$ cat config.mk
export PLATFORM = sky130hd
export DESIGN_NAME = fetch_unit
export DESIGN_NICKNAME = d
export VERILOG_FILES = /design/src/common/isa_pkg.sv /design/src/common/mem_pkg.sv /design/src/fetch/fetch_unit.sv
export SDC_FILE = /design/constraint.sdc
export NUM_CORES = 1
export LEC_CHECK = 0
export BUFFER_PORTS_ARGS = -buffer_cell sky130_fd_sc_hd__buf_4
export CORE_MARGIN = 2
export CORE_UTILIZATION = 42
export CTS_CLUSTER_SIZE = 8
export DETAILED_ROUTE_END_ITERATION = 12
export PLACE_DENSITY_LB_ADDON = 0.15
export SYNTH_ARGS = -nofsm -noshare
export SYNTH_HDL_FRONTEND = slang
export SYNTH_SLANG_ARGS = --single-unit
$ cat constraint.sdc
create_clock -name clk -period 4.6 [get_ports clk]
set_clock_uncertainty 0.1 [all_clocks]
set_input_delay 0.69 -clock clk [delete_from_list [all_inputs] [get_ports clk]]
set_output_delay 0.69 -clock clk [all_outputs]
set_load 0.1 [all_outputs]
$ cat src/common/isa_pkg.sv
package isa_pkg;

    localparam int XLEN = 32;
    localparam logic [XLEN-1:0] RESET_PC = 32'h8000_0000;

    // major opcodes used by the sequencer
    localparam logic [6:0] OP_JAL    = 7'b1101111;
    localparam logic [6:0] OP_JALR   = 7'b1100111;
    localparam logic [6:0] OP_BRANCH = 7'b1100011;
    localparam logic [6:0] OP_OP     = 7'b0110011;
    localparam logic [6:0] FUNCT7_MULDIV = 7'b0000001;   // M extension on OP

    // J-type, immediate bits scattered over the upper 20 bits
    typedef struct packed {
        logic       imm20;
        logic [9:0] imm10_1;
        logic       imm11;
        logic [7:0] imm19_12;
        logic [4:0] rd;
        logic [6:0] opcode;
    } j_fmt_t;

    // R/I/B share the funct7/rs2/rs1/funct3 layout
    typedef struct packed {
        logic [6:0] funct7;
        logic [4:0] rs2;
        logic [4:0] rs1;
        logic [2:0] funct3;
        logic [4:0] rd;
        logic [6:0] opcode;
    } ib_fmt_t;

    typedef union packed {
        j_fmt_t  j_fmt;
        ib_fmt_t ib_fmt;
    } instr_word_u;

    typedef enum logic [2:0] {PLAIN, JAL, JALR, BRANCH, MULDIV} instr_class_e;

    typedef struct packed {
        logic [XLEN-1:0] pc;
        logic [XLEN-1:0] instr;
    } issue_t;

    typedef struct packed {
        logic            taken;
        logic [XLEN-1:0] target;   // jalr or branch destination
    } resolve_t;

endpackage

$ cat src/common/mem_pkg.sv
package mem_pkg;

    localparam int MEM_AW    = 8;               // word address bits
    localparam int MEM_DEPTH = 1 << MEM_AW;

    // instruction memory sits at the reset vector
    localparam logic [isa_pkg::XLEN-1:0] MEM_BASE = isa_pkg::RESET_PC;

    typedef struct packed {
        logic                     we;
        logic [MEM_AW-1:0]        addr;   // word address
        logic [isa_pkg::XLEN-1:0] wdata;
    } mem_req_t;

endpackage

$ cat src/fetch/fetch_unit.sv
`timescale 1ns/100ps

module fetch_unit (
    input  logic                        clk,
    input  logic                        rst_n,
    input  logic                        fetch_start,
    input  logic [isa_pkg::XLEN-1:0]    fetch_pc,
    output logic                        fetch_done,
    output isa_pkg::instr_word_u        fetch_word,
    output logic                        f_req,
    output logic [mem_pkg::MEM_AW-1:0]  f_addr,
    input  logic                        f_ack,
    input  logic [31:0]                 f_rdata
);

    typedef enum logic [1:0] {F_IDLE, F_REQ, F_REL} fetch_state_e;

    fetch_state_e             st;
    logic                     pend;     // start seen during release
    logic [isa_pkg::XLEN-1:0] pc_off;

    assign pc_off = fetch_pc - mem_pkg::MEM_BASE;

    always_ff @(posedge clk or negedge rst_n) begin
        if (!rst_n) begin
            st         <= F_IDLE;
            f_req      <= 1'b0;
            f_addr     <= '0;
            fetch_done <= 1'b0;
            pend       <= 1'b0;
        end else begin
            fetch_done <= 1'b0;
            if (fetch_start) begin
                pend <= 1'b1;
            end
            case (st)
                F_IDLE: begin
                    if (pend || fetch_start) begin
                        f_req  <= 1'b1;
                        f_addr <= pc_off[mem_pkg::MEM_AW+1:2];  // byte to word
                        pend   <= 1'b0;
                        st     <= F_REQ;
                    end
                end
                F_REQ: begin
                    if (f_ack) begin
                        f_req      <= 1'b0;
                        fetch_done <= 1'b1;
                        st         <= F_REL;
                    end
                end
                default: begin
                    if (!f_ack) begin
                        st <= F_IDLE;   // handshake closed
                    end
                end
            endcase
        end
    end

    always_ff @(posedge clk) begin
        if (st == F_REQ && f_ack) begin
            fetch_word <= f_rdata;
        end
    end

endmodule

Word-level counts from Yosys, hierarchy flattened:

Cells that the tools add are included.

* add/subtract/negate cells: 1
* multipliers: 0
* div/mod/pow operators: 0
* $lt $le $gt $ge: 0
* equality and inequality tests: 4
* shift operators: 0
* mux-type cells: 12
* bitwise operators: 0
* reduce and logical (&&, ||, !) cells: 7

Operator list (number)
* $sub 10x1->10 const B: 1
* $mux 1: 7
* $mux 2: 3
* $reduce_and 3->1: 2
* $ne 2x2->1 const B: 2
* $pmux 2 s2: 1
* $ne 3x1->1 const B: 1
* $eq 2x1->1 const B: 1
* $logic_not 2->1: 1
* $pmux 1 s2: 1
* $reduce_and 2->1: 1
* $reduce_bool 2->1: 1
* $logic_and 1x1->1: 1
* $logic_or 1x1->1: 1

* register bits: 45
* bits in latches: 0
* RAM bits: 0
* bits in read-only memories: 0
* input bits: 68
* output and inout port bits: 42
* word-level logic and storage cells: 30
* memories kept: 0

Depth between registers and ports, before layout:

Gate-level depths: netlist of the first run.

* word-level depth: 3
* depth in mapped cells: 3
* depth with buffers taken out: 3

Worst setup path after synthesis of the first run:

Ideal clock, no wire load.

* path kind: input to register
* from: in f_ack
* to: reg fetch_word[0] (netlist name), enable pin
* setup time: 422 ps
* data arrival time: 2152 ps
* required time: 4078 ps
* path slack: 1925 ps
* stages on the path: 2
* path buffers: 0
* cells stage by stage: nand2b_1 -> nor2_1

* cells in the longest elaborated chain, start to end: 1

RTL lines
* start, declared: line fetch_unit.sv:12 `input logic f_ack,`
* $logic_and 1x1->1: line fetch_unit.sv:62 `if (st == F_REQ && f_ack) begin`
* end signal, assigned: line fetch_unit.sv:63 `fetch_word <= f_rdata;`
* end, declared: line fetch_unit.sv:9 `output isa_pkg::instr_word_u fetch_word,`

Every way passes these cells.
A chain may end at the register's enable or synchronous reset.

Final worst setup path of the first run:

* from: reg st[1]
* to: reg fetch_word[30] (netlist name), enable pin

* cells in the longest elaborated chain, start to end: 2

RTL lines
* start, declared: line fetch_unit.sv:18 `fetch_state_e st;`
* start signal, assigned: line fetch_unit.sv:26 `st <= F_IDLE;`
* start signal, assigned: line fetch_unit.sv:42 `st <= F_REQ;`
* start signal, assigned: line fetch_unit.sv:49 `st <= F_REL;`
* $eq 2x1->1: line fetch_unit.sv:62
* $logic_and 1x1->1: line fetch_unit.sv:62

Every way passes these cells.

==> results of run 1 <==
cell families after synthesis:
group	Yosys count	synth area share (%)
flip-flops	45	88.16
AND/OR/NAND/NOR	9	4.117
multiplexers	8	6.175
AO/OA/AOI/OAI	2	1.287
buffers and inverters	1	0.2570
worst max-delay path: cells and delay by family (launching register included):
| kind | cells | cell delay, ps |
|---|---|---|
| buf+inv | 1 | 380 |
| flops | 1 | 440 |
| simple gates | 2 | 780 |
cell usage in the layout, fill, tap and decap left out, drive strengths merged:
master | Yosys | routed
a211o | 1 | 1
a31o | 1 | 1
and2b | 1 | 1
buf | 0 | 86
bufinv | 0 | 1
clkbuf | 0 | 6
clkinv | 0 | 1
dfrtp | 13 | 13
edfxtp | 32 | 32
inv | 1 | 1
mux2 | 8 | 8
nand2b | 1 | 1
nor2 | 4 | 4
nor2b | 1 | 1
nor3 | 1 | 1
or2b | 1 | 1
registers in the layout, indices dropped and copies added (netlist names):
register,flops
fetch_done,1
st,2
f_req,1
pend,1
f_addr,8
fetch_word,32
path summary, 6_finish.rpt:
path | cells past startpoint | end | from
min in group clk | 1 | fetch_word[12] | f_rdata[12]
max in group asynchronous | 1 | f_addr[1] | rst_n
worst max-delay path | 3 | fetch_word[30] | st[1]
worst min-delay path | 1 | f_addr[5] | rst_n
worst min register to register | 1 | f_addr[4] | f_addr[4]
worst max register to register | 3 | fetch_word[30] | st[1]
through the flow:
stage	cell area [um2]	utilization, %	std cells
after floorplan	1459	-	65
after detailed placement	2165	64.87	197
after global routing	2240	67.12	205
final	2240	67.12	205
after global placement	2165	64.87	197
after CTS	2240	67.12	205
power breakdown:
group	switching, mW	internal, mW
Sequential	0.0443	0.546
Combinational	0.708	0.192
Clock	0.113	0.113
final cells by class:
cell class	instances	area, um2	share of cell area (%)
inverters	1	3.754	0.1676
multi-input cells	19	171.4	7.654
repair buffers	86	645.6	28.83
clock buffers	6	41.29	1.844
clock inverters	2	33.78	1.508
well taps	46	57.56	2.570
flip-flops and latches	45	1286	57.43
per-layer routing:
layer | track usage [%] | vias to the layer above | part of all wire, %
met3 | 5.586 | 7 | 11
met5 | 0 | - | 0
li1 | - | 430 | -
met4 | 8.333 | 0 | 2.1
met1 | 16.19 | 426 | 39
met2 | 23.40 | 59 | 47
==> PnR_summary.wiki, run 1 <==
{| class="wikitable"
! Metric !! Value
|-
| Status || complete, no violations
|-
| Clock-pin transition on the worst setup and hold timing paths || approximately 130 ps
|-
| Async set or reset register ratio after synthesis || 28.89%
|-
| Worst slew pin tran || 716.2 ps
|-
| Proportion of layout cells with a drive suffix above 1 || 66.04%
|-
| Startpoint type of the worst setup path || flip-flop
|-
| Setup Total Neg Slack || 0 ps
|-
| Length of the first detailed-routing pass in iterations || 4
|-
| Register bit count reported by yosys || 45
|-
| Clock Sink Count || 45
|-
| Proportion of synthesized chip area in sequential cells || 88.16%
|-
| Pin count of the biggest net entering global routing || 19
|-
| Synthesized netlist net count || 133
|-
| Worst hold slack || 59.15 ps
|-
| Post-Route WL || ~2700 um
|-
| Max Fclk || 0.5008 GHz
|-
| Power Dens Cells || 766.3 nW/um2
|-
| Class of the tightest hold or removal check || primary input to asynchronous set/reset pin
|-
| Placer Congestion || 0.6020
|-
| Final period util || between 40% and 50%
|-
| Initial antenna violation count || 0
|-
| Maximum net fanout on the critical path || 18
|-
| P_leak || between 0.9 and 1 nW
|-
| Sort of element at the end of the critical path || flip-flop
|-
| Via count of the first global-routing pass || 918
|-
| Critical-path cell list || nand2b_1 -> nor2_2 -> buf_4
|-
| Final critical delay including setup and external delays || between 1500 and 2000 ps
|-
| Number of enable-type register cells in the synthesized netlist || 32
|-
| Starting DRT DRC Count || 65
|-
| Post-synth top flop || sky130_fd_sc_hd__edfxtp_1
|-
| Final hold violation count || 0
|-
| Effective utilization at floorplan || 43.72%
|-
| Worst setup path class || flip-flop to flip-flop
|-
| Final Max Slew Viols || 0
|-
| Residual antenna-violating net count after detailed routing || 0
|-
| Routed WL per cell || roughly 13 um
|-
| Number of core rows || 21
|-
| Worst path arrival time || 1940 ps
|-
| Top post-synthesis cells by area || sky130_fd_sc_hd__edfxtp_1 (66%), sky130_fd_sc_hd__dfrtp_1 (22%), sky130_fd_sc_hd__mux2_2 (6.2%), sky130_fd_sc_hd__nor3_4 (1.1%), sky130_fd_sc_hd__nor2_1 (1.0%)
|-
| Area fraction of the dominant cell type after synthesis || 65.87%
|-
| Worst setup margin || 2603 ps
|-
| Detailed-route vias per instance || 4.498
|-
| Post-synthesis instance total || 65
|-
| Ranking of synthesized cells by instance count || sky130_fd_sc_hd__edfxtp_1 (32), sky130_fd_sc_hd__dfrtp_1 (13), sky130_fd_sc_hd__mux2_2 (8)
|-
| Area added between synthesis and finish || 53.52%
|-
| Setup WS pre-CTS || 2325 ps
|-
| Aggregate global routing overflow || 0
|-
| Total power of the final layout || 1.716 mW
|-
| Setup fix buffers added after clock tree synthesis || 0
|-
| Max capacitance violation total || 0
|-
| Mean area per synthesized cell || around 22 um2
|-
| Number of buffers added by the clock tree synthesis step || 5
|-
| Number of unique standard cell types used by synthesis || 12
|-
| Slew HR || 52.20%
|-
| Num ports || 110
|-
| Worst-Skew Late Latency || about 330 ps
|-
| Count of yosys warnings during synthesis || 0
|-
| Max H-tree Level || 2
|-
| Via count || 922
|-
| Setup repair after global routing missed its margin || no
|-
| Largest voltage drop on the vdd net || between 0.0006 and 0.0007 V
|-
| CTS tree || built
|-
| Setup slack on the worst flop-to-flop path || 2600 ps
|-
| Cell type contributing the most total cell area after synthesis || sky130_fd_sc_hd__edfxtp_1
|-
| Total DRC errors in the routed layout || 0
|-
| Slowest CP cell || sky130_fd_sc_hd__nor2_2
|-
| Max stage delay on crit path || 570 ps
|-
| Finish-stage setup viols || 0
|-
| Total routing resource utilization after global routing || 14.44%
|-
| Required time at the worst-slack endpoint || 4540 ps
|-
| Area of the die || ~4000 um2
|-
| Final Net Count || 226
|-
| Synthesized area || 1459 um2
|-
| Top-count cell post-synth || sky130_fd_sc_hd__edfxtp_1
|-
| Number of antenna diodes || 0
|-
| Fill cell instance count of the final layout || 245
|-
| Die X-Extent || between 60 and 70 um
|-
| Maximum clock insertion buffer count || 2
|-
| Global-route wire length before repair || 4236 um
|-
| Post-cts repair resize count || 0
|-
| CORE AREA || 3337 um2
|-
| CTS Root Buffer Type || sky130_fd_sc_hd__clkbuf_4
|-
| Overall die height || 62.94 um
|-
| Total of hold buffers inserted after clock tree synthesis || 0
|-
| Count of input and output buffers || 85
|}
Note: power is estimated with default switching activity, not from simulation.
==> inputs of run 2 (changes only) <==
CORE_UTILIZATION = 39   (was 42)
clock period = 1.9 ns   (was 4.6 ns; I/O delays follow)
==> run 2 against run 1 <==
Effect of this change:
- count of clock-buffer cells in the layout decreased by 1
- non-clock buffer count is 1 higher
- total power increased to 2.5 times the previous value
- wire length shrank 0.29%
- combinational power up 140%
- first-iteration DRC count fell by 54%
- final area increased by 2.9%
==> PnR_summary.wiki, run 2 (synthesis results as in run 1) <==
{| class="wikitable"
! Metric !! Value
|-
| Status || complete, no violations (unchanged)
|-
| Effective utilization at floorplan || 40.15% (was 43.72%)
|-
| Aggregate global routing overflow || 0 (unchanged)
|-
| Reg2reg path depth || 2 (was 3)
|-
| Starting DRT DRC Count || 30 (was 65)
|-
| Worst slew pin tran || 460.0 ps (was 716.2 ps)
|-
| Routed WL per cell || 13.00 um (was 13.23 um)
|-
| Startpoint type of the worst setup path || flip-flop (unchanged)
|-
| HPWL Detailed || roughly 2100 um
|-
| Final hold violation count || 0 (unchanged)
|-
| Max H-tree Level || 2 (unchanged)
|-
| CTS Root Buffer Type || sky130_fd_sc_hd__clkbuf_8 (was sky130_fd_sc_hd__clkbuf_4)
|-
| Most frequent cells in the layout || sky130_fd_sc_hd__buf_4 (85), sky130_fd_sc_hd__edfxtp_1 (32), sky130_fd_sc_hd__dfrtp_1 (13) (was sky130_fd_sc_hd__buf_4 (86), sky130_fd_sc_hd__edfxtp_1 (32), sky130_fd_sc_hd__dfrtp_1 (13))
|-
| Global-route wire length before repair || 4112 um (was 4236 um)
|-
| Setup Total Neg Slack || 0 ps (unchanged)
|-
| Placer Congestion || 0.6558 (was 0.6020)
|-
| Sort of element at the end of the critical path || flip-flop (unchanged)
|-
| Dpl cell area || 2185 um2 (was 2165 um2)
|-
| Final Net Count || 227 (was 226)
|-
| Overall die height || 65.16 um (was 62.94 um)
|-
| Highest layer used for signal routing || met4 (unchanged)
|-
| Largest voltage drop on the vdd net || 0.001313 V (was 0.0006306 V)
|-
| Required time at the worst-slack endpoint || 1970 ps (was 4540 ps)
|-
| Maximum clock insertion buffer count || 2 (unchanged)
|-
| Pin count of the biggest net entering global routing || 29 (was 19)
|-
| Final Max Slew Viols || 0 (unchanged)
|-
| Most flops, register || fetch_word (unchanged)
|-
| Critical-path cell list || nor3_4 -> mux2_2 (was nand2b_1 -> nor2_2 -> buf_4)
|-
| Num ports || 110 (unchanged)
|-
| Source of the worst hold timing path || f_rdata[15]
|-
| Post-Route WL || 2705 um (was 2713 um)
|-
| Hold depth || 1
|-
| Number of flip-flops under the largest register name || 32 (unchanged)
|-
| Class of the tightest hold or removal check || primary input to flip-flop (was primary input to asynchronous set/reset pin)
|-
| Detailed-route vias per instance || 4.356 (was 4.498)
|-
| Number of antenna diodes || 0 (unchanged)
|-
| Finish-stage setup viols || 0 (unchanged)
|-
| Wire length on met3 || 323 um (was 297 um)
|-
| P_leak || 0.9874 nW (was 0.9675 nW)
|-
| Final critical delay including setup and external delays || 1502 ps (was 1997 ps)
|-
| Reg2reg end || f_addr[6] (was fetch_word[30])
|-
| CP Buf/Inv Count || 0 (was 1)
|-
| Via count || 906 (was 922)
|-
| Count of cell instances traversed by the critical path || 2 (was 3)
|-
| Count of input and output buffers || 85 (unchanged)
|-
| Setup slack on the worst flop-to-flop path || 400 ps (was 2600 ps)
|-
| Delay-heaviest family, CP || flip-flops (was simple AND/OR/NAND/NOR gates)
|-
| Via count of the first global-routing pass || 918 (unchanged)
|-
| Worst setup margin || 397.7 ps (was 2603 ps)
|-
| Total routing resource utilization after global routing || 13.46% (was 14.44%)
|-
| Worst setup path class || flip-flop to flip-flop (unchanged)
|-
| Final period util || 79.07% (was 43.41%)
|-
| Length of the first detailed-routing pass in iterations || 4 (unchanged)
|-
| Initial antenna violation count || 0 (unchanged)
|-
| Maximum net fanout on the critical path || 10 (was 18)
|-
| Final design area excluding fillers || 2305 um2 (was 2240 um2)
|-
| Detailed-routing wirelength on met1 || 894 um (was 1071 um)
|-
| Worst path arrival time || 1580 ps (was 1940 ps)
|-
| Power Dens Cells || 1874 nW/um2 (was 766.3 nW/um2)
|-
| Max Fclk || 0.6656 GHz (was 0.5008 GHz)
|-
| RR Startpoint || st[0] (was st[1])
|-
| Slew HR || 69.23% (was 52.20%)
|-
| Met2 routed WL || 1451 um (was 1287 um)
|-
| Die X-Extent || 65.16 um (was 62.94 um)
|-
| Setup WS pre-CTS || 384.4 ps (was 2325 ps)
|-
| Most common library cell in the layout ignoring fill and taps || sky130_fd_sc_hd__buf_4 (unchanged)
|-
| Max capacitance violation total || 0 (unchanged)
|-
| Total DRC errors in the routed layout || 0 (unchanged)
|-
| Number of buffers added by the clock tree synthesis step || 5 (unchanged)
|-
| Number of core rows || 22 (was 21)
|-
| Leading registers by flop count || fetch_word x32, f_addr x8, st x2 (unchanged)
|-
| Setup repair after global routing missed its margin || no (unchanged)
|-
| Setup fix buffers added after clock tree synthesis || 0 (unchanged)
|-
| Area added between synthesis and finish || 57.98% (was 53.52%)
|-
| CTS tree || built (unchanged)
|-
| Residual antenna-violating net count after detailed routing || 0 (unchanged)
|-
| Clock Sink Count || 45 (unchanged)
|-
| Slowest CP cell || sky130_fd_sc_hd__dfrtp_1 (was sky130_fd_sc_hd__nor2_2)
|-
| Max stage delay on crit path || 460 ps (was 570 ps)
|-
| CORE AREA || 3633 um2 (was 3337 um2)
|-
| Worst-Skew Late Latency || 290 ps (was 330 ps)
|-
| Proportion of layout cells with a drive suffix above 1 || 66.25% (was 66.04%)
|-
| Area of the die || 4246 um2 (was 3961 um2)
|-
| Clock-pin transition on the worst setup and hold timing paths || 80 ps (was 130 ps)
|-
| Sink of the worst hold path || fetch_word[15]
|-
| Fill cell instance count of the final layout || 312 (was 245)
|}
-- run 2: final cells by class --
class | count | area, um2 | share of cell area [%]
Tap cell | 48 | 60.06 | 2.606
Clock buffer | 5 | 68.82 | 2.986
Multi-Input combinational cell | 19 | 176.4 | 7.655
Clock inverter | 3 | 41.29 | 1.792
Sequential cell | 45 | 1286 | 55.81
Inverter | 1 | 3.754 | 0.1629
Timing Repair Buffer | 87 | 668.1 | 28.99
-- run 2: routing by layer --
metal,vias to the layer above,global-route usage [%]
li1,430,-
met1,419,13.98
met2,53,23.85
met3,4,6.164
met4,0,4.688
met5,-,0
-- run 2: worst max path at each step --
stage | to | start | slack (ps)
2_1_floorplan | fetch_word[0] | st[1] | 280
3_3_place_gp | fetch_word[19] | st[1] | 420
3_5_place_dp | f_addr[6] | st[0] | 380
4_1_cts | f_addr[6] | st[0] | 380
5_1_grt | f_addr[6] | st[0] | 300
6_report | f_addr[6] | st[0] | 400
-- run 2: timing repair --
action | in CTS | in global routing
hold buffers | 1 | 0
endpoints found under the hold margin | 13 | 0
resized for setup | 0 | 0
-- run 2: power breakdown --
part,switching (mW),internal (mW),total [mW]
sequential,0.109,1.32,1.43
clock,0.300,0.387,0.686
combinational,1.72,0.482,2.20
total,2.13,2.19,4.32
-- run 2: stage by stage --
stage	power [mW]	hold WS [ps]	util, %	std cells
after global routing	4.486	40.94	63.43	208
after floorplan	3.179	-110.6	-	65
final	4.319	62.89	63.43	208
after detailed placement	3.667	35.01	60.12	199
after global placement	3.637	33.82	60.12	199
after CTS	4.357	52.83	63.43	208
-- run 2: worst register-to-register path, stage by stage, from the launching register on --
cell,delay (ps)
sky130_fd_sc_hd__dfrtp_1,460
sky130_fd_sc_hd__nor3_4,440
sky130_fd_sc_hd__mux2_2,390
==> inputs of run 3 (changes only) <==
CORE_UTILIZATION = 35   (was 39)
clock period = 1.3 ns   (was 1.9 ns; I/O delays follow)
==> run 3 against run 2 <==
Effect of this change:
- the flow now finishes with violations (negative setup slack)
- sequential share of layout area is 8.5 points lower
- critical path depth rose by 1
- final area increased by 19%
- sequential power rose by 49%
- worst hold slack got worse by 33 ps
==> PnR_summary.wiki, run 3 (synthesis results as in run 1) <==
{| class="wikitable"
! Metric !! Value
|-
| Worst path arrival time || 1260 ps (was 1580 ps)
|-
| Final period util || 104.7% (was 79.07%)
|-
| GR Layer Usage met3 || 6.006% (was 6.164%)
|-
| Sort of element at the end of the critical path || flip-flop (unchanged)
|-
| Pin count of the biggest net entering global routing || 23 (was 29)
|-
| Max capacitance violation total || 0 (unchanged)
|-
| Slew HR || 81.03% (was 69.23%)
|-
| Most common library cell in the layout ignoring fill and taps || sky130_fd_sc_hd__buf_4 (unchanged)
|-
| Final Net Count || 265 (was 227)
|-
| Length of the first detailed-routing pass in iterations || 2 (was 4)
|-
| Required time at the worst-slack endpoint || 1200 ps (was 1970 ps)
|-
| Worst slew pin tran || 286.9 ps (was 460.0 ps)
|-
| Final design area excluding fillers || 2733 um2 (was 2305 um2)
|-
| Residual antenna-violating net count after detailed routing || 0 (unchanged)
|-
| CTS Root Buffer Type || sky130_fd_sc_hd__clkbuf_8 (unchanged)
|-
| Number of cells after detailed placement || 205 (was 199)
|-
| Number of core rows || 23 (was 22)
|-
| Finish-stage setup viols || 41 (was 0)
|-
| Final Max Slew Viols || 0 (unchanged)
|-
| Number of standard cells in the final layout excluding fillers || 248 (was 208)
|-
| Area of the die || 4700 um2 (was 4246 um2)
|-
| Number of antenna diodes || 0 (unchanged)
|-
| Number of buffers added by the clock tree synthesis step || 5 (unchanged)
|-
| Maximum net fanout on the critical path || 22 (was 10)
|-
| Leading registers by flop count || fetch_word x32, f_addr x8, st x2 (unchanged)
|-
| Reg2reg path depth || 3 (was 2)
|-
| Maximum clock insertion buffer count || 2 (unchanged)
|-
| CORE AREA || 4000 um2 (was 3633 um2)
|-
| Clock Sink Count || 45 (unchanged)
|-
| CTS tree || built (unchanged)
|-
| Most flops, register || fetch_word (unchanged)
|-
| Fill cell instance count of the final layout || 298 (was 312)
|-
| Total routing resource utilization after global routing || 16.15% (was 13.46%)
|-
| Busiest metal layer after global routing || met2 (unchanged)
|-
| Hold depth || 2 (was 1)
|-
| RR Startpoint || st[1] (was st[0])
|-
| Detailed-route vias per instance || 4.351 (was 4.356)
|-
| Via count || 1079 (was 906)
|-
| Global-route wire length before repair || 5209 um (was 4112 um)
|-
| Area added between synthesis and finish || 87.31% (was 57.98%)
|-
| Effective utilization at floorplan || 36.47% (was 40.15%)
|-
| Final critical delay including setup and external delays || 1361 ps (was 1502 ps)
|-
| Initial antenna violation count || 0 (unchanged)
|-
| Overall die height || 68.56 um (was 65.16 um)
|-
| Source of the worst hold timing path || fetch_pc[2] (was f_rdata[15])
|-
| Max Fclk || 0.7346 GHz (was 0.6656 GHz)
|-
| Placer Congestion || 0.6736 (was 0.6558)
|-
| Number of flip-flops under the largest register name || 32 (unchanged)
|-
| Worst setup path class || flip-flop to flip-flop (unchanged)
|-
| Post-Route WL || 3617 um (was 2705 um)
|-
| Met2 track utilization from global routing || 29.45% (was 23.85%)
|-
| Setup slack on the worst flop-to-flop path || -60 ps (was 400 ps)
|-
| Worst-Skew Late Latency || 290 ps (about the same)
|-
| Final hold violation count || 0 (unchanged)
|-
| Sink of the worst hold path || f_addr[0] (was fetch_word[15])
|-
| Setup Total Neg Slack || -1612 ps (was 0 ps)
|-
| Status || finished with violations (was complete, no violations)
|-
| Failing checks || negative setup slack
|-
| Total DRC errors in the routed layout || 0 (unchanged)
|-
| Clock-pin transition on the worst setup and hold timing paths || 80 ps (about the same)
|-
| Reg2reg end || fetch_word[13] (was f_addr[6])
|-
| Aggregate global routing overflow || 0 (unchanged)
|-
| Power Dens Cells || 2408 nW/um2 (was 1874 nW/um2)
|-
| Startpoint type of the worst setup path || flip-flop (unchanged)
|-
| Count of input and output buffers || 85 (unchanged)
|-
| Dpl cell area || 2282 um2 (was 2185 um2)
|-
| Num ports || 110 (unchanged)
|-
| Met1 demand-to-capacity share in global routing || 16.29% (was 13.98%)
|-
| Setup WS pre-CTS || -80.60 ps (was 384.4 ps)
|-
| Most frequent cells in the layout || sky130_fd_sc_hd__buf_4 (88), sky130_fd_sc_hd__dlygate4sd3_1 (33), sky130_fd_sc_hd__edfxtp_1 (32) (was sky130_fd_sc_hd__buf_4 (85), sky130_fd_sc_hd__edfxtp_1 (32), sky130_fd_sc_hd__dfrtp_1 (13))
|-
| Starting DRT DRC Count || 26 (was 30)
|-
| Worst setup margin || -61.28 ps (was 397.7 ps)
|-
| Proportion of layout cells with a drive suffix above 1 || 58.59% (was 66.25%)
|-
| Die X-Extent || 68.56 um (was 65.16 um)
|-
| Max H-tree Level || 2 (unchanged)
|-
| Class of the tightest hold or removal check || primary input to flip-flop (unchanged)
|-
| P_leak || 1.187 nW (was 0.9874 nW)
|-
| Via count of the first global-routing pass || 1126 (was 918)
|-
| Routed WL per cell || 14.58 um (was 13.00 um)
|-
| Setup repair after global routing missed its margin || yes (was no)
|-
| Largest voltage drop on the vdd net || 0.001674 V (was 0.001313 V)
|}
## run 3: routing by layer
metal  wire, um  vias up  part of all wire [%]
met5          0        -                     0
li1           -      507                     -
met3        254        7                   7.0
met2       1995       42                    55
met1       1293      523                    36
met4         74        0                   2.0
## run 3: power breakdown
part | total (mW) | internal [mW] | switching [mW]
sequential | 2.13 | 1.95 | 0.180
clock | 0.786 | 0.362 | 0.425
combinational | 3.66 | 1.04 | 2.63
## run 3: critical path, stage by stage (launching register included)
cell	delay, ps
sky130_fd_sc_hd__dfrtp_1	430
sky130_fd_sc_hd__nand2b_4	180
sky130_fd_sc_hd__nor2_4	160
sky130_fd_sc_hd__buf_12	190
## run 3: worst max path at each step
stage	slack (ps)	cells past startpoint	start	endpoint
3_3_place_gp	-40	3	st[1]	f_addr[0]
4_1_cts	-60	3	st[1]	fetch_word[13]
6_report	-60	3	st[1]	fetch_word[13]
5_1_grt	-120	3	st[1]	fetch_word[31]
3_5_place_dp	-80	3	st[1]	f_addr[0]
2_1_floorplan	-290	2	st[1]	fetch_word[0]
## run 3: layout make-up
class	count	area [um2]	share of cell area (%)
Timing Repair Buffer	125	1071	39.19
Sequential cell	45	1292	47.30
Clock inverter	3	12.51	0.4579
Tap cell	50	62.56	2.289
Clock buffer	5	68.82	2.518
Inverter	1	3.754	0.1374
Multi-Input combinational cell	19	221.5	8.104
## run 3: timing repair
action | in CTS | in global routing
pin swaps | 1 | 1
endpoints found under the hold margin | 45 | 0
setup endpoints to repair | 42 | 42
buffers inserted | 1 | 1
hold buffers | 33 | 0
resized for setup | 3 | 3
## run 3: through the flow
| stage | total power, mW | utilization (%) | hold WS [ps] |
|---|---|---|---|
| after floorplan | 4.776 | - | -200.6 |
| after global placement | 5.588 | 57.05 | -55.79 |
| after detailed placement | 5.645 | 57.05 | -50.38 |
| after CTS | 6.575 | 67.78 | 16.33 |
| after global routing | 6.824 | 68.31 | 14.65 |
| final | 6.580 | 68.31 | 30.18 |
