## src/common/isa_pkg.sv

```systemverilog
package isa_pkg;

    localparam int XLEN = 32;
    localparam logic [XLEN-1:0] RESET_PC = 32'h8000_0000;

    // major opcodes used by the sequencer
    localparam logic [6:0] OP_JAL    = 7'b1101111;
    localparam logic [6:0] OP_JALR   = 7'b1100111;
    localparam logic [6:0] OP_BRANCH = 7'b1100011;
    localparam logic [6:0] OP_OP     = 7'b0110011;
    localparam logic [6:0] FUNCT7_MULDIV = 7'b0000001;   // M extension on OP

    // J-type, immediate bits scattered over the upper 20 bits
    typedef struct packed {
        logic       imm20;
        logic [9:0] imm10_1;
        logic       imm11;
        logic [7:0] imm19_12;
        logic [4:0] rd;
        logic [6:0] opcode;
    } j_fmt_t;

    // R/I/B share the funct7/rs2/rs1/funct3 layout
    typedef struct packed {
        logic [6:0] funct7;
        logic [4:0] rs2;
        logic [4:0] rs1;
        logic [2:0] funct3;
        logic [4:0] rd;
        logic [6:0] opcode;
    } ib_fmt_t;

    typedef union packed {
        j_fmt_t  j_fmt;
        ib_fmt_t ib_fmt;
    } instr_word_u;

    typedef enum logic [2:0] {PLAIN, JAL, JALR, BRANCH, MULDIV} instr_class_e;

    typedef struct packed {
        logic [XLEN-1:0] pc;
        logic [XLEN-1:0] instr;
    } issue_t;

    typedef struct packed {
        logic            taken;
        logic [XLEN-1:0] target;   // jalr or branch destination
    } resolve_t;

endpackage

```

## src/fetch/pc_sequencer.sv

```systemverilog
`timescale 1ns/100ps

module pc_sequencer (
    input  logic                      clk,
    input  logic                      rst_n,
    input  logic                      run,
    output logic                      fetch_start,
    output logic [isa_pkg::XLEN-1:0]  fetch_pc,
    input  logic                      fetch_done,
    input  isa_pkg::instr_word_u      fetch_word,
    output logic                      decode_start,
    input  logic                      decode_done,
    input  isa_pkg::instr_class_e     iclass,
    input  logic [isa_pkg::XLEN-1:0]  imm_j,
    output logic                      issue_req,
    input  logic                      issue_ack,
    output isa_pkg::issue_t           issue,
    input  logic                      resolve_valid,
    input  isa_pkg::resolve_t         resolve,
    input  logic                      md_done
);

    typedef enum logic [2:0] {
        IDLE, FETCH, DECODE, ISSUE, RELEASE, WAIT_EX, WAIT_MD, NEXT
    } seq_state_e;

    seq_state_e               state;
    logic [isa_pkg::XLEN-1:0] pc;
    logic [isa_pkg::XLEN-1:0] next_pc;
    logic                     ex_flag;   // resolve seen for current instr
    logic                     md_flag;
    logic                     clr_flags;
    isa_pkg::resolve_t        ex_res;

    assign fetch_pc  = pc;
    assign clr_flags = (state == DECODE) && decode_done;

    always_comb begin
        case (iclass)
            isa_pkg::JAL:    next_pc = pc + imm_j;
            isa_pkg::JALR,
            isa_pkg::BRANCH: next_pc = ex_res.taken ? ex_res.target : pc + 32'd4;
            default:         next_pc = pc + 32'd4;   // plain and mul/div
        endcase
    end

    always_ff @(posedge clk or negedge rst_n) begin
        if (!rst_n) begin
            state        <= IDLE;
            pc           <= isa_pkg::RESET_PC;
            fetch_start  <= 1'b0;
            decode_start <= 1'b0;
            issue_req    <= 1'b0;
        end else begin
            fetch_start  <= 1'b0;
            decode_start <= 1'b0;
            case (state)
                IDLE: begin
                    if (run) begin
                        fetch_start <= 1'b1;
                        state       <= FETCH;
                    end
                end
                FETCH: begin
                    if (fetch_done) begin
                        decode_start <= 1'b1;
                        state        <= DECODE;
                    end
                end
                DECODE: begin
                    if (decode_done) begin
                        issue_req <= 1'b1;
                        state     <= ISSUE;
                    end
                end
                ISSUE: begin
                    if (issue_ack) begin
                        issue_req <= 1'b0;
                        state     <= RELEASE;
                    end
                end
                RELEASE: begin
                    if (!issue_ack) begin
                        case (iclass)
                            isa_pkg::JALR, isa_pkg::BRANCH: state <= WAIT_EX;
                            isa_pkg::MULDIV:                state <= WAIT_MD;
                            default:                        state <= NEXT;
                        endcase
                    end
                end
                WAIT_EX: if (ex_flag) state <= NEXT;
                WAIT_MD: if (md_flag) state <= NEXT;
                default: begin
                    pc <= next_pc;
                    if (run) begin
                        fetch_start <= 1'b1;   // fetch unit samples the new pc
                        state       <= FETCH;
                    end else begin
                        state <= IDLE;
                    end
                end
            endcase
        end
    end

    // completions may land before issue_ack, so latch them
    always_ff @(posedge clk or negedge rst_n) begin
        if (!rst_n) begin
            ex_flag <= 1'b0;
            md_flag <= 1'b0;
        end else begin
            if (resolve_valid) begin
                ex_flag <= 1'b1;
            end else if (clr_flags) begin
                ex_flag <= 1'b0;
            end
            if (md_done) begin
                md_flag <= 1'b1;
            end else if (clr_flags) begin
                md_flag <= 1'b0;
            end
        end
    end

    always_ff @(posedge clk) begin
        if (resolve_valid) begin
            ex_res <= resolve;
        end
        if (clr_flags) begin
            issue.pc    <= pc;
            issue.instr <= fetch_word;
        end
    end

endmodule

```

## config.mk

```make
export PLATFORM = sky130hd
export DESIGN_NAME = pc_sequencer
export DESIGN_NICKNAME = d
export VERILOG_FILES = /design/src/common/isa_pkg.sv /design/src/fetch/pc_sequencer.sv
export SDC_FILE = /design/constraint.sdc
export NUM_CORES = 1
export LEC_CHECK = 0
export BUFFER_PORTS_ARGS = -buffer_cell sky130_fd_sc_hd__buf_2
export CORE_UTILIZATION = 53
export DETAILED_ROUTE_END_ITERATION = 10
export GPL_TIMING_DRIVEN = 0
export PLACE_DENSITY = 0.83
export SYNTH_ARGS = -nofsm -noshare
export SYNTH_HDL_FRONTEND = slang
export SYNTH_SLANG_ARGS = --single-unit
```

## constraint.sdc

```tcl
create_clock -name clk -period 3.35 [get_ports clk]
set_input_delay 0.67 -clock clk [delete_from_list [all_inputs] [get_ports clk]]
set_output_delay 0.67 -clock clk [all_outputs]
set_load 0.01 [all_outputs]
```

# --- Word-level counts from Yosys, hierarchy flattened ---
# Index checks and enable logic that the tools add are counted.
classes:
  n_addsub: 2
  n_eq_ne: 17
  n_mux: 22
  reduce_logical: 10
op_table:
  columns: ["cell", "count"]
  rows:
  - ["$pmux W32 S2", 1]
  - ["$add A32 B3 Y32 const B", 1]
  - ["$add A32 B32 Y32", 1]
  - ["$mux W32", 1]
  - ["$mux W3", 7]
  - ["$pmux W3 S7", 1]
  - ["$ne A2 B2 Y1 const B", 7]
  - ["$eq A3 B2 Y1 const B", 4]
  - ["$eq A3 B3 Y1 const B", 4]
  - ["$mux W1", 10]
  - ["$reduce_and A7 Y1", 1]
  - ["$reduce_or A7 Y1", 1]
  - ["$eq A3 B1 Y1 const B", 2]
  - ["$reduce_bool A2 Y1", 3]
  - ["$reduce_or A6 Y1", 1]
  - ["$pmux W2 S2", 1]
  - ["$logic_not A3 Y1", 1]
  - ["$reduce_and A3 Y1", 1]
  - ["$pmux W1 S2", 1]
  - ["$reduce_or A2 Y1", 1]
  - ["$logic_and A1 B1 Y1", 1]
word_totals:
  regBits: 137
  input_bits: 108
  out_inout_bits: 99
  elab_cells: 62

# --- Logic depth before layout (Yosys ltp) ---
# Gate-level depths: netlist of run 1.
logic_depth:
  depth_word: 5
  ltp_mapped: 13
  depth_no_buf: 13

# --- Least setup slack after synthesis of run 1 ---
# Ideal clock, no wire load.
synth_timing:
  path_type: "input -> register"
  start: "input port imm_j[0] (netlist name)"
  end: "register pc (netlist bit fetch_pc[28])"
  arrival_time_ps: 2821
  t_required_ps: 3281
  path_slack_ps: 460
  cell_stages: 13
  n_path_buf: 0
  cell_sequence: "ha_1 inv_1 fa_1 nor2b_4 o21ai_2 a21boi_2 o21ai_2 a31oi_4 o21ai_2 a21oi_2 a311oi_2 or4_1 nand3_1"
synth_via:
  elab_chain_cells: 2
synth_lines:
  columns: ["item", "line_no", "text"]
  rows:
  - ["start: declaration", "pc_sequencer.sv:14", "input logic [isa_pkg::XLEN-1:0] imm_j,"]
  - ["$add A32 B32 Y32", "pc_sequencer.sv:40", "isa_pkg::JAL: next_pc = pc + imm_j;"]
  - ["$pmux W32 S2", "pc_sequencer.sv:39", "case (iclass)"]
  - ["end signal: assignment", "pc_sequencer.sv:50", "pc <= isa_pkg::RESET_PC;"]
  - ["end signal: assignment", "pc_sequencer.sv:94", "pc <= next_pc;"]
  - ["end: declaration", "pc_sequencer.sv:28", "logic [isa_pkg::XLEN-1:0] pc;"]
# No other way between the ends.
# A chain may end at the register's enable or synchronous reset.

# --- Worst setup path in the final report of run 1 ---
layout_timing:
  start: "register pc (netlist bit fetch_pc[0])"
  end: "register pc (netlist bit fetch_pc[28])"
layout_via:
  elab_chain_cells: 3
layout_lines:
  columns: ["item", "line_no", "text"]
  rows:
  - ["$add A32 B3 Y32", "pc_sequencer.sv:42, pc_sequencer.sv:43", null]
  - ["$mux W32", "pc_sequencer.sv:42", "isa_pkg::BRANCH: next_pc = ex_res.taken ? ex_res.target : pc + 32'd4;"]
  - ["$pmux W32 S2 *", "pc_sequencer.sv:39", null]
# Mark *: on every way between the ends. The rest lies on a longest branch, timed or not.

==> results of run 1 <==
[power groups by stage]
stage	combinational, W	sequential [W]	clock (W)
2_1_floorplan	0.00202	0.00281	0
6_report	0.00315	0.00277	0.00184
3_5_place_dp	0.00308	0.00278	0
5_1_grt	0.00346	0.00282	0.00195
3_3_place_gp	0.00302	0.00278	0
4_1_cts	0.00313	0.00275	0.00187
[worst max path at each step]
stage | start | endpoint | slack [ns] | cells after the start
detailed placement | imm_j[0] | fetch_pc[28]$_DFFE_PN0N_ | 0.05 | 14
CTS | fetch_pc[0]$_DFFE_PN0P_ | fetch_pc[28]$_DFFE_PN0N_ | 0.38 | 13
global route | fetch_pc[0]$_DFFE_PN0P_ | fetch_pc[16]$_DFFE_PN0N_ | 0.19 | 13
finish | fetch_pc[0]$_DFFE_PN0P_ | fetch_pc[28]$_DFFE_PN0N_ | 0.36 | 13
floorplan | imm_j[0] | fetch_pc[28]$_DFFE_PN0N_ | 0.46 | 13
global placement | imm_j[0] | fetch_pc[28]$_DFFE_PN0N_ | 0.1 | 14
[area by class of cell]
cell class / instances / area share
tap: 176 / 0.0243
inverter: 20 / 0.00828
clock inverter: 15 / 0.0175
sequential: 137 / 0.432
timing repair buffer: 207 / 0.116
multi-input combinational: 471 / 0.339
clock buffer: 17 / 0.0469
buffer: 27 / 0.0164
[layout by cell type (no fill, tap or decap), drive strengths merged, types with 4 or more instances in the layout]
cell	count
clkinv	9
dfrtp	39
nor2b	6
ha	32
a31oi	12
nor4	5
o21a	4
o221ai	8
nor3	9
a21oi	56
nand4	9
a21o	16
a221oi	15
nand2	60
edfxtp	97
and3	8
nand2b	7
o21ai	63
xnor2	22
xor2	17
clkbuf	36
inv	20
o22ai	6
nor2	43
nand3	22
buf	215
a211oi	8
o211ai	5
[state kept, by name, indices dropped and copies added, names as in the netlist]
register	flops
issue	64
ex_res	33
fetch_pc	32
state	3
decode_start	1
ex_flag	1
fetch_start	1
issue_req	1
md_flag	1
[synth_stat cells, drive strengths merged (2+ instances only)]
cell	n
a211oi	8
a21boi	3
a21o	16
a21oi	56
a221oi	15
a22oi	3
a31oi	12
a32oi	2
a41oi	2
and2	3
and3	8
and4	3
buf	8
clkbuf	19
dfrtp	39
edfxtp	97
ha	32
inv	20
nand2	60
nand2b	7
nand3	22
nand4	9
nor2	43
nor2b	6
nor3	9
nor3b	3
nor4	5
o211ai	5
o21a	4
o21ai	63
o21bai	2
o221ai	8
o22ai	6
o31ai	2
or3	2
xnor2	22
xor2	17
[metrics by stage]
| step | worst slack (ns) | total power, W | instance area [um2] | hold slack, ns | std cells |
|---|---|---|---|---|---|
| finish | 0.357 | 0.00776 | 9070 | 0.391 | 1070 |
| global route | 0.186 | 0.00823 | 9070 | 0.408 | 1070 |
| CTS | 0.383 | 0.00775 | 9070 | 0.409 | 1070 |
| detailed placement | 0.0503 | 0.00587 | 8480 | 0.466 | 1038 |
| global placement | 0.0957 | 0.00580 | 8460 | 0.463 | 1037 |
| floorplan | 0.460 | 0.00483 | 7210 | 0.374 | 655 |
[kinds of logic (layout without fill, tap and decap cells)]
kind of cell / after synthesis / count (layout) / synth area share
flip-flops: 137 / 137 / 0.543
adder cells (fa/ha/maj): 33 / 33 / 0.0583
buffers and inverters: 47 / 286 / 0.0310
AND/OR/NAND/NOR: 185 / 185 / 0.125
AO/OA/AOI/OAI: 213 / 213 / 0.194
XOR/XNOR: 39 / 39 / 0.0474
multiplexers: 1 / 1 / 0.00156
[critical path, cell delays in order, from the launching register on]
cell and delay [ns]:
dfrtp_1 0.41, ha_1 0.23, inv_1 0.07, fa_1 0.44
nor2b_4 0.14, o21ai_2 0.07, a21boi_2 0.21, o21ai_2 0.11
a31oi_4 0.24, o21ai_2 0.12, a21oi_2 0.21, a311oi_2 0.17
or4_1 0.42, nand3_1 0.10
[layer usage]
metal / vias to the layer above / share of wire / GRT usage / wire length (um)
met5: - / 0 / 0 / 0
met4: 0 / 0.022 / 0.109 / 406
met3: 40 / 0.094 / 0.0565 / 1770
met2: 354 / 0.47 / 0.444 / 8870
met1: 2889 / 0.41 / 0.364 / 7780
li1: 2943 / - / - / -
==> results.md, run 1 <==
- Critical Path End Type: flop
- Reg area: 3920 um2
- HP Class: primary input to async pin
- R2R Path End: fetch_pc[28]$_DFFE_PN0N_
- Reg2reg start: fetch_pc[0]$_DFFE_PN0P_
- Internal reg-to-reg setup slack: 0.36 ns
- All-Layer GR Usage: 0.275
- WL per Instance: 17.6 um
- Clock power share: 0.237
- CTS Sinks: 137
- Combinational Power Share: 0.406
- Core area: 13,200 um2
- First-pass GRT wire length: 29,800 um
- Clock Path Buffers: 2
- Switching power total: 0.00302 W
- Final setup viols: 0
- Syn_area_per_cell: 11.0 um2
- Int Pwr: 0.00474 W
- Layout cell share with drive strength beyond 1: 0.303
- Final min period: 2.99 ns
- Routed Antenna Nets: 0
- Lkg Pwr: 3.82 nW
- Switching Share: 0.389
- Htree depth: 4
- Critical path fanouts, max: 4
- Slew Viols, Final: 0
- Die X: 119 um
- Setup TNS: 0 ns
- Number of register bits inferred by synthesis: 137
- Setup bufs post-CTS: 0
- Dominant synthesized flop cell: edfxtp_1
- Drc violations: 0
- Root Buffer: clkbuf_16
- Fin. Hold Viols: 0
- Global placer's final weighted congestion: 0.901
- Synth area leaders: edfxtp_1 40%, dfrtp_1 14%, ha_1 5.6%, a21oi_1 3.7%, o21ai_0 3.7%
- Distinct cells, synth: 66
- Gr ovfl total: 0
- Post-synthesis cell area: 7210 um2
- Part of the power in registers: 0.356
- Pre-Repair DR Iteration Count: 6
- Critical path arrival: 3.35 ns
- I/O Buffers: 206
- R2R cell count: 13
- Max-cap viol count: 0
- FMAX: 334 MHz
- Synth top area share: 0.404
- CP required: 3.71 ns
- Largest net degree at the start of global routing: 41
- Async set-reset flop share out of synthesis: 0.292
- Num CTS Buffers: 17
- PwrDens: 856 nW/um2
- # IOs: 207
- Status: finished, final reports clean
- Via density: 5.82
- Top cell type by total area after synthesis: edfxtp_1
- Initial antenna violation count: 0
- Row Count: 42
- N_diodes: 0
- CTS Hold Bufs: 0
- CTS tree: built
- Syn_nets: 796
- Number of flops mapped to enable cells by yosys: 97
- Worst slew pin tran: 0.930 ns
- Initial Utilization: 0.545
- Cell count after synthesis: 655
- Critical path class: flop to flop
- Register clock-pin slew on the reported worst setup and hold paths: 0.06 ns
- Vias in the first global route: 5,887
- Register area share after synthesis: 0.543
- Syn. warnings: 0
- Tcrit/Tclk final: 0.893
- Final core utilization: 0.685
- Multi-input gate area: 3070 um2
- HPWL after DPL: 13,800 um
- Fillers: 1,055
- Slew headroom: 0.380
- Startpoint Class: flop
- Initial drt markers: 604
- Vias: 6,226
- Total Routed Length: 18,800 um
- Clk_skew: 0.00562 ns
- Skew-Pair Late Insertion Delay: 0.42 ns
- DIE HEIGHT: 119 um
- RSZ-0062 raised after global routing: false
- Synth-to-layout area growth: 25.7%
- Nets: 1,022
- Die area: 14,100 um2
- Maximum vdd ir drop: 0.452 mV
- CTS resizes: 0
No activity file was read; power rests on OpenSTA's default activity.
==> run 2: changes to the inputs <==
--- a/config.mk
+++ b/config.mk
@@ -6,9 +6,10 @@
 export NUM_CORES = 1
 export LEC_CHECK = 0
+export ABC_AREA = 1
 export BUFFER_PORTS_ARGS = -buffer_cell sky130_fd_sc_hd__buf_2
-export CORE_UTILIZATION = 53
+export CORE_UTILIZATION = 55
 export DETAILED_ROUTE_END_ITERATION = 10
 export GPL_TIMING_DRIVEN = 0
-export PLACE_DENSITY = 0.83
+export PLACE_DENSITY = 0.84
 export SYNTH_ARGS = -nofsm -noshare
 export SYNTH_HDL_FRONTEND = slang
==> constraint.sdc (replaced) <==
create_clock -name clk -period 3.35 [get_ports clk]
set_input_delay 0.335 -clock clk [delete_from_list [all_inputs] [get_ports clk]]
set_output_delay 0.335 -clock clk [all_outputs]
set_load 0.01 [all_outputs]
==> run 2 against run 1 <==
Net effect:
- clock-buffer cell count grew 2
- synthesized cell count is 71% higher
- routed wire length grew 33%
- critical endpoint is now fetch_pc[30]$_DFFE_PN0N_
- largest cell class unchanged
- highest routed layer unchanged
==> results.md, run 2 <==
- Switching power total: 0.00380 W (was 0.00302 W)
- Largest reg by FF count: issue (unchanged)
- Via density: 5.34 (was 5.82)
- Die X: 127 um (was 119 um)
- Dominant synthesized flop cell: edfxtp_1 (unchanged)
- Core area: 15,200 um2 (was 13,200 um2)
- Setup bufs post-CTS: 0 (unchanged)
- Number of flip-flops in the largest register: 64 (unchanged)
- Int Pwr: 0.00465 W (was 0.00474 W)
- All-Layer GR Usage: 0.317 (was 0.275)
- Clk_skew: 0.00635 ns (was 0.00562 ns)
- Number of flops mapped to enable cells by yosys: 97 (unchanged)
- CTS Sinks: 137 (unchanged)
- Reg2reg start: fetch_pc[13]$_DFFE_PN0N_ (was fetch_pc[0]$_DFFE_PN0P_)
- Worst slew pin tran: 0.961 ns (was 0.930 ns)
- Cell count after synthesis: 1,123 (was 655)
- Initial antenna violation count: 0 (unchanged)
- Final min period: 2.35 ns (was 2.99 ns)
- Commonest non-fill, non-tap cells in the layout: 378 x nand2_1, 213 x buf_2, 195 x inv_1 (was 208 x buf_2, 97 x edfxtp_1, 60 x nand2_1)
- Critical Path Stages: 11 (was 13)
- Placement Cell Area: 9830 um2 (was 8480 um2)
- Final instance area: 10,400 um2 (was 9070 um2)
- Async set-reset flop share out of synthesis: 0.292 (unchanged)
- Critical path arrival: 2.66 ns (was 3.35 ns)
- First-pass GRT wire length: 37,700 um (was 29,800 um)
- I/O Buffers: 206 (unchanged)
- Critical Path End Type: flop (unchanged)
- Critical path class: flop to flop (unchanged)
- Synth-to-layout area growth: 21.4% (was 25.7%)
- N_diodes: 0 (unchanged)
- Initial drt markers: 769 (was 604)
- Pre-Repair DR Iteration Count: 5 (was 6)
- Fillers: 1,306 (was 1,055)
- Syn_area_per_cell: 7.61 um2 (was 11.0 um2)
- Critical path fanouts, max: 8 (was 4)
- Combinational Power Share: 0.463 (was 0.406)
- CTS resizes: 0 (unchanged)
- Register area share after synthesis: 0.458 (was 0.543)
- Slew headroom: 0.359 (was 0.380)
- Dpl cells: 1,518 (was 1,038)
- Critical path's top delay family: simple AND/OR/NAND/NOR gates (was compound AO/OA/AOI/OAI gates)
- WL per Instance: 16.1 um (was 17.6 um)
- Critical Path, Cell by Cell: ha_1 > nand2_1 > nor2_1 > and2_1 > nand2_1 > nand2_1 > nand2_1 > nand2_1 > nand2_1 > nand3_1 > a21oi_1 (was ha_1 > inv_1 > fa_1 > nor2b_4 > o21ai_2 > a21boi_2 > o21ai_2 > a31oi_4 > o21ai_2 > a21oi_2 > a311oi_2 > or4_1 > nand3_1)
- Distinct cells, synth: 47 (was 66)
- Setup TNS: 0 ns (unchanged)
- Synth area leaders: edfxtp_1 34%, nand2_1 17%, dfrtp_1 11%, inv_1 8.6%, nand3_1 5.5% (was edfxtp_1 40%, dfrtp_1 14%, ha_1 5.6%, a21oi_1 3.7%, o21ai_0 3.7%)
- HP Class: primary input to async pin (unchanged)
- Fin cells: 1,550 (was 1,070)
- Post-synthesis cell area: 8540 um2 (was 7210 um2)
- RSZ-0062 raised after global routing: false (unchanged)
- Gr ovfl total: 0 (unchanged)
- Register clock-pin slew on the reported worst setup and hold paths: 0.06 ns (about the same)
- Switching Share: 0.450 (was 0.389)
- Worst path most repeated cell: nand2_1 (was o21ai_2)
- Commonest cells post-synth: 378 x nand2_1, 196 x inv_1, 97 x edfxtp_1 (was 97 x edfxtp_1, 60 x nand2_1, 53 x a21oi_1, 53 x o21ai_0, 43 x nor2_1)
- Die area: 16,000 um2 (was 14,100 um2)
- Total Routed Length: 24,900 um (was 18,800 um)
- Final core utilization: 0.682 (was 0.685)
- Num CTS Buffers: 17 (unchanged)
- Slew Viols, Final: 0 (unchanged)
- Vias: 8,284 (was 6,226)
- CP required: 3.66 ns (was 3.71 ns)
- CP peak stage delay: 0.53 ns (was 0.44 ns)
- Routed Antenna Nets: 0 (unchanged)
- FMAX: 426 MHz (was 334 MHz)
- Slowest CP cell: dfrtp_1 (was fa_1)
- R2R cell count: 11 (was 13)
- Maximum vdd ir drop: 0.512 mV (was 0.452 mV)
- Part of the power in registers: 0.332 (was 0.356)
- Skew-Pair Late Insertion Delay: 0.43 ns (was 0.42 ns)
- Root Buffer: clkbuf_16 (unchanged)
- WP buf/inv: 0 (was 1)
- Global placer's final weighted congestion: 0.946 (was 0.901)
- Number of register bits inferred by synthesis: 137 (unchanged)
- Fin. Hold Viols: 0 (unchanged)
- Lkg Pwr: 5.30 nW (was 3.82 nW)
- Initial Utilization: 0.562 (was 0.545)
- Top-count cell post-synth: nand2_1 (was edfxtp_1)
- Internal reg-to-reg setup slack: 1.00 ns (was 0.36 ns)
- Status: finished, final reports clean (unchanged)
- Syn_nets: 1,264 (was 796)
- Final setup viols: 0 (unchanged)
- # IOs: 207 (unchanged)
- Vias in the first global route: 7,430 (was 5,887)
- Top cell type by total area after synthesis: edfxtp_1 (unchanged)
- HPWL after DPL: 19,700 um (was 13,800 um)
- Startpoint Class: flop (unchanged)
- Tcrit/Tclk final: 0.701 (was 0.893)
- Max-cap viol count: 0 (unchanged)
- CTS tree: built (unchanged)
- R2R Path End: fetch_pc[30]$_DFFE_PN0N_ (was fetch_pc[28]$_DFFE_PN0N_)
- Drc violations: 0 (unchanged)
- Layout cell share with drive strength beyond 1: 0.203 (was 0.303)
- Commonest non-fill, non-tap cell in the layout: nand2_1 (was buf_2)
- Clock power share: 0.205 (was 0.237)
- DIE HEIGHT: 127 um (was 119 um)
- Syn. warnings: 0 (unchanged)
- Clock Path Buffers: 2 (unchanged)
- CTS Hold Bufs: 0 (unchanged)
- Largest net degree at the start of global routing: 50 (was 41)
- Htree depth: 4 (unchanged)
- Synth top area share: 0.341 (was 0.404)
- Nets: 1,490 (was 1,022)
- PwrDens: 815 nW/um2 (was 856 nW/um2)
- Row Count: 45 (was 42)
## run 2: cell families after synthesis
| family | count (synthesis) | share of synthesized area |
|---|---|---|
| adders and majority gates | 33 | 0.0492 |
| DFF | 137 | 0.458 |
| buffers and inverters | 214 | 0.0971 |
| xor gates and xnor gates | 7 | 0.00718 |
| and+or+nand+nor | 618 | 0.306 |
| AOI/OAI and AO/OA | 114 | 0.0823 |
## run 2: how the worst max path moves through the flow
stage                                   from                       end
CTS                 fetch_pc[19]$_DFFE_PN0N_  fetch_pc[21]$_DFFE_PN0N_
detailed placement  fetch_pc[19]$_DFFE_PN0N_  fetch_pc[21]$_DFFE_PN0N_
global placement        state[1]$_DFFE_PN0P_       issue[32]$_DFFE_PP_
floorplan               state[1]$_DFFE_PN0P_        issue[0]$_DFFE_PP_
finish              fetch_pc[13]$_DFFE_PN0N_  fetch_pc[30]$_DFFE_PN0N_
global route        fetch_pc[19]$_DFFE_PN0N_  fetch_pc[21]$_DFFE_PN0N_
## run 2: layout make-up
class | instances | area, um2 | share of cell area
plain buffers | 13 | 75.1 | 0.00724
clock buffers | 19 | 433 | 0.0418
clock inverters | 13 | 105 | 0.0101
inverters | 201 | 754 | 0.0728
multi-input cells | 772 | 3800 | 0.366
flip-flops and latches | 137 | 3920 | 0.378
well taps | 188 | 235 | 0.0227
repair buffers | 207 | 1050 | 0.101
## run 2: through the flow
stage | setup slack (ns) | power [W] | hold slack, ns
global placement | 0.470 | 0.00657 | 0.466
global route | 0.864 | 0.00904 | 0.0713
floorplan | 0.951 | 0.00535 | 0.0394
finish | 1.00 | 0.00845 | 0.0616
detailed placement | 1.07 | 0.00665 | 0.481
CTS | 1.06 | 0.00839 | 0.0707
## run 2: power by group through the flow
stage	Combinational (W)	Sequential, W	Clock [W]
detailed placement	0.00384	0.00281	0
global placement	0.00375	0.00282	0
CTS	0.00387	0.00278	0.00174
global route	0.00439	0.00284	0.00182
floorplan	0.00257	0.00278	0
finish	0.00392	0.00280	0.00173
## run 2: layer usage
metal / wire, um / part of all wire / track usage
met1: 10200 / 0.41 / 0.400
met2: 11400 / 0.46 / 0.519
met3: 2250 / 0.090 / 0.0557
met4: 1080 / 0.043 / 0.173
met5: 0 / 0 / 0
==> run 3: changes to the inputs <==
clock period = 2.4 ns   (was 3.35 ns; I/O delays follow)
==> run 3 against run 2 <==
Net effect:
- the flow now finishes with violations (negative hold slack)
- die area stayed put
- clock-buffer cell count stayed put
- routed wire length is 9.2% higher
- fmax is 3.6% higher
- critical path depth stayed put
- critical endpoint unchanged
- largest power group unchanged
==> results.md, run 3 (synthesized netlist as in run 2, its figures left out) <==
- Slew headroom: 0.357 (was 0.359)
- Core area: 15,200 um2 (unchanged)
- DIE HEIGHT: 127 um (unchanged)
- Largest reg by FF count: issue (unchanged)
- Vias in the first global route: 7,980 (was 7,430)
- RSZ-0062 raised after global routing: false (unchanged)
- Nets: 1,552 (was 1,490)
- CTS tree: built (unchanged)
- Critical Path End Type: flop (unchanged)
- Commonest non-fill, non-tap cells in the layout: 378 x nand2_1, 213 x buf_2, 195 x inv_1 (unchanged)
- Slew Viols, Final: 0 (unchanged)
- First-pass GRT wire length: 40,500 um (was 37,700 um)
- Worst slew pin tran: 0.964 ns (was 0.961 ns)
- Internal reg-to-reg setup slack: 0.13 ns (was 1.00 ns)
- Largest net degree at the start of global routing: 50 (unchanged)
- Total Routed Length: 27,200 um (was 24,900 um)
- Dpl cells: 1,518 (unchanged)
- Register clock-pin slew on the reported worst setup and hold paths: 0.06 ns (about the same)
- Die area: 16,000 um2 (unchanged)
- HPWL after DPL: 19,700 um (unchanged)
- Most crowded layer after global routing: met2 (unchanged)
- CP required: 2.71 ns (was 3.66 ns)
- Drc violations: 0 (unchanged)
- Hold WS: -0.000947 ns (was 0.0616 ns)
- Met3 Use GR: 0.0595 (was 0.0557)
- WL per Instance: 16.9 um (was 16.1 um)
- Fin cells: 1,612 (was 1,550)
- Maximum vdd ir drop: 0.621 mV (was 0.512 mV)
- Tcrit/Tclk final: 0.944 (was 0.701)
- Num CTS Buffers: 17 (unchanged)
- Status: finished, violations left (was finished, final reports clean)
- Critical path fanouts, max: 7 (was 8)
- Vias: 8,613 (was 8,284)
- CTS Sinks: 137 (unchanged)
- Root Buffer: clkbuf_16 (unchanged)
- Row Count: 45 (unchanged)
- Die X: 127 um (unchanged)
- Initial antenna violation count: 0 (unchanged)
- Initial drt markers: 893 (was 769)
- Number of flip-flops in the largest register: 64 (unchanged)
- Routed Antenna Nets: 0 (unchanged)
- HP Class: primary input to flop (was primary input to async pin)
- Global routing usage on met1: 0.418 (was 0.400)
- Htree depth: 4 (unchanged)
- # IOs: 207 (unchanged)
- Final instance area: 11,000 um2 (was 10,400 um2)
- Setup TNS: 0 ns (unchanged)
- Placement Cell Area: 9830 um2 (unchanged)
- Max-cap viol count: 0 (unchanged)
- Setup bufs post-CTS: 0 (unchanged)
- FMAX: 441 MHz (was 426 MHz)
- Critical path class: flop to flop (unchanged)
- All-Layer GR Usage: 0.342 (was 0.317)
- Global placer's final weighted congestion: 0.946 (unchanged)
- Pre-Repair DR Iteration Count: 6 (was 5)
- Fin. Hold Viols: 1 (was 0)
- Startpoint Class: flop (unchanged)
- Clock Path Buffers: 2 (unchanged)
- Commonest non-fill, non-tap cell in the layout: nand2_1 (unchanged)
- Lkg Pwr: 5.56 nW (was 5.30 nW)
- N_diodes: 0 (unchanged)
- Final min period: 2.27 ns (was 2.35 ns)
- Critical path arrival: 2.58 ns (was 2.66 ns)
- Initial Utilization: 0.562 (unchanged)
- Layout cell share with drive strength beyond 1: 0.197 (was 0.203)
- Power, Total: 0.0120 W (was 0.00845 W)
- Met2 usage: 0.582 (was 0.519)
- Skew-Pair Late Insertion Delay: 0.43 ns (about the same)
- Via density: 5.34 (about the same)
- Clk_skew: 0.00734 ns (was 0.00635 ns)
- Gr ovfl total: 0 (unchanged)
- PwrDens: 1090 nW/um2 (was 815 nW/um2)
- Synth-to-layout area growth: 28.8% (was 21.4%)
- Final setup viols: 0 (unchanged)
- Failing checks: negative hold slack
- I/O Buffers: 206 (unchanged)
==> run 3: cell count changes in the layout (fill, tap and decap cells not counted), sizes merged <==
cell         previous run  this run
dlygate4sd3             0        62
==> run 3: where the power goes <==
| part | switching, W | total [W] | internal [W] |
|---|---|---|---|
| Combinational | 0.00361 | 0.00560 | 0.00198 |
| Sequential | 0.000755 | 0.00393 | 0.00318 |
| Clock | 0.00104 | 0.00245 | 0.00141 |
==> run 3: through the flow <==
step                utilization  worst slack [ns]
CTS                       0.722             0.108
floorplan                     -           0.00115
detailed placement        0.647             0.123
global placement          0.645            -0.480
finish                    0.724             0.135
global route              0.724           0.00645
==> run 3: worst max-delay path, stage by stage, from the launching register on <==
cell and delay (ns):
dfrtp_1 0.50, ha_1 0.44, nand2_1 0.12, nor2_1 0.23, and2_1 0.17, nand2_1 0.06
nand2_1 0.20, nand2_1 0.14, nand2_1 0.09, nand2_1 0.05, nand3_1 0.07, a21oi_1 0.06
==> run 3: cell type report <==
type                            instances  area (um2)
Sequential cell                       137        3920
Tap cell                              188         235
Fill cell                            1202        4190
Clock inverter                         13         105
Timing Repair Buffer                  269        1670
Clock buffer                           19         433
Multi-Input combinational cell        772        3820
Buffer                                 13        75.1
Inverter                              201         754
==> run 3: metal layers <==
layer / wire, um / share of wire
met2: 12800 / 0.47
met1: 11000 / 0.40
met4: 1110 / 0.041
met3: 2380 / 0.087
met5: 0 / 0
==> run 3: timing repair <==
action	in CTS	in global routing
hold endpoints to repair	98	2
gates resized for setup	0	5
hold buffers	60	2
endpoints found under the setup margin	0	5
==> run 3: path summary, 6_finish.rpt <==
kind | startpoint | to | cells past startpoint
max | fetch_pc[11]$_DFFE_PN0N_ | fetch_pc[30]$_DFFE_PN0N_ | 11
min | fetch_word[27] | issue[27]$_DFFE_PP_ | 1
max reg2reg | fetch_pc[11]$_DFFE_PN0N_ | fetch_pc[30]$_DFFE_PN0N_ | 11
min reg2reg | ex_flag$_DFFE_PN0P_ | ex_flag$_DFFE_PN0P_ | 1
max in group asynchronous | rst_n | fetch_pc[13]$_DFFE_PN0N_ | 2
min in group asynchronous | rst_n | fetch_pc[30]$_DFFE_PN0N_ | 2
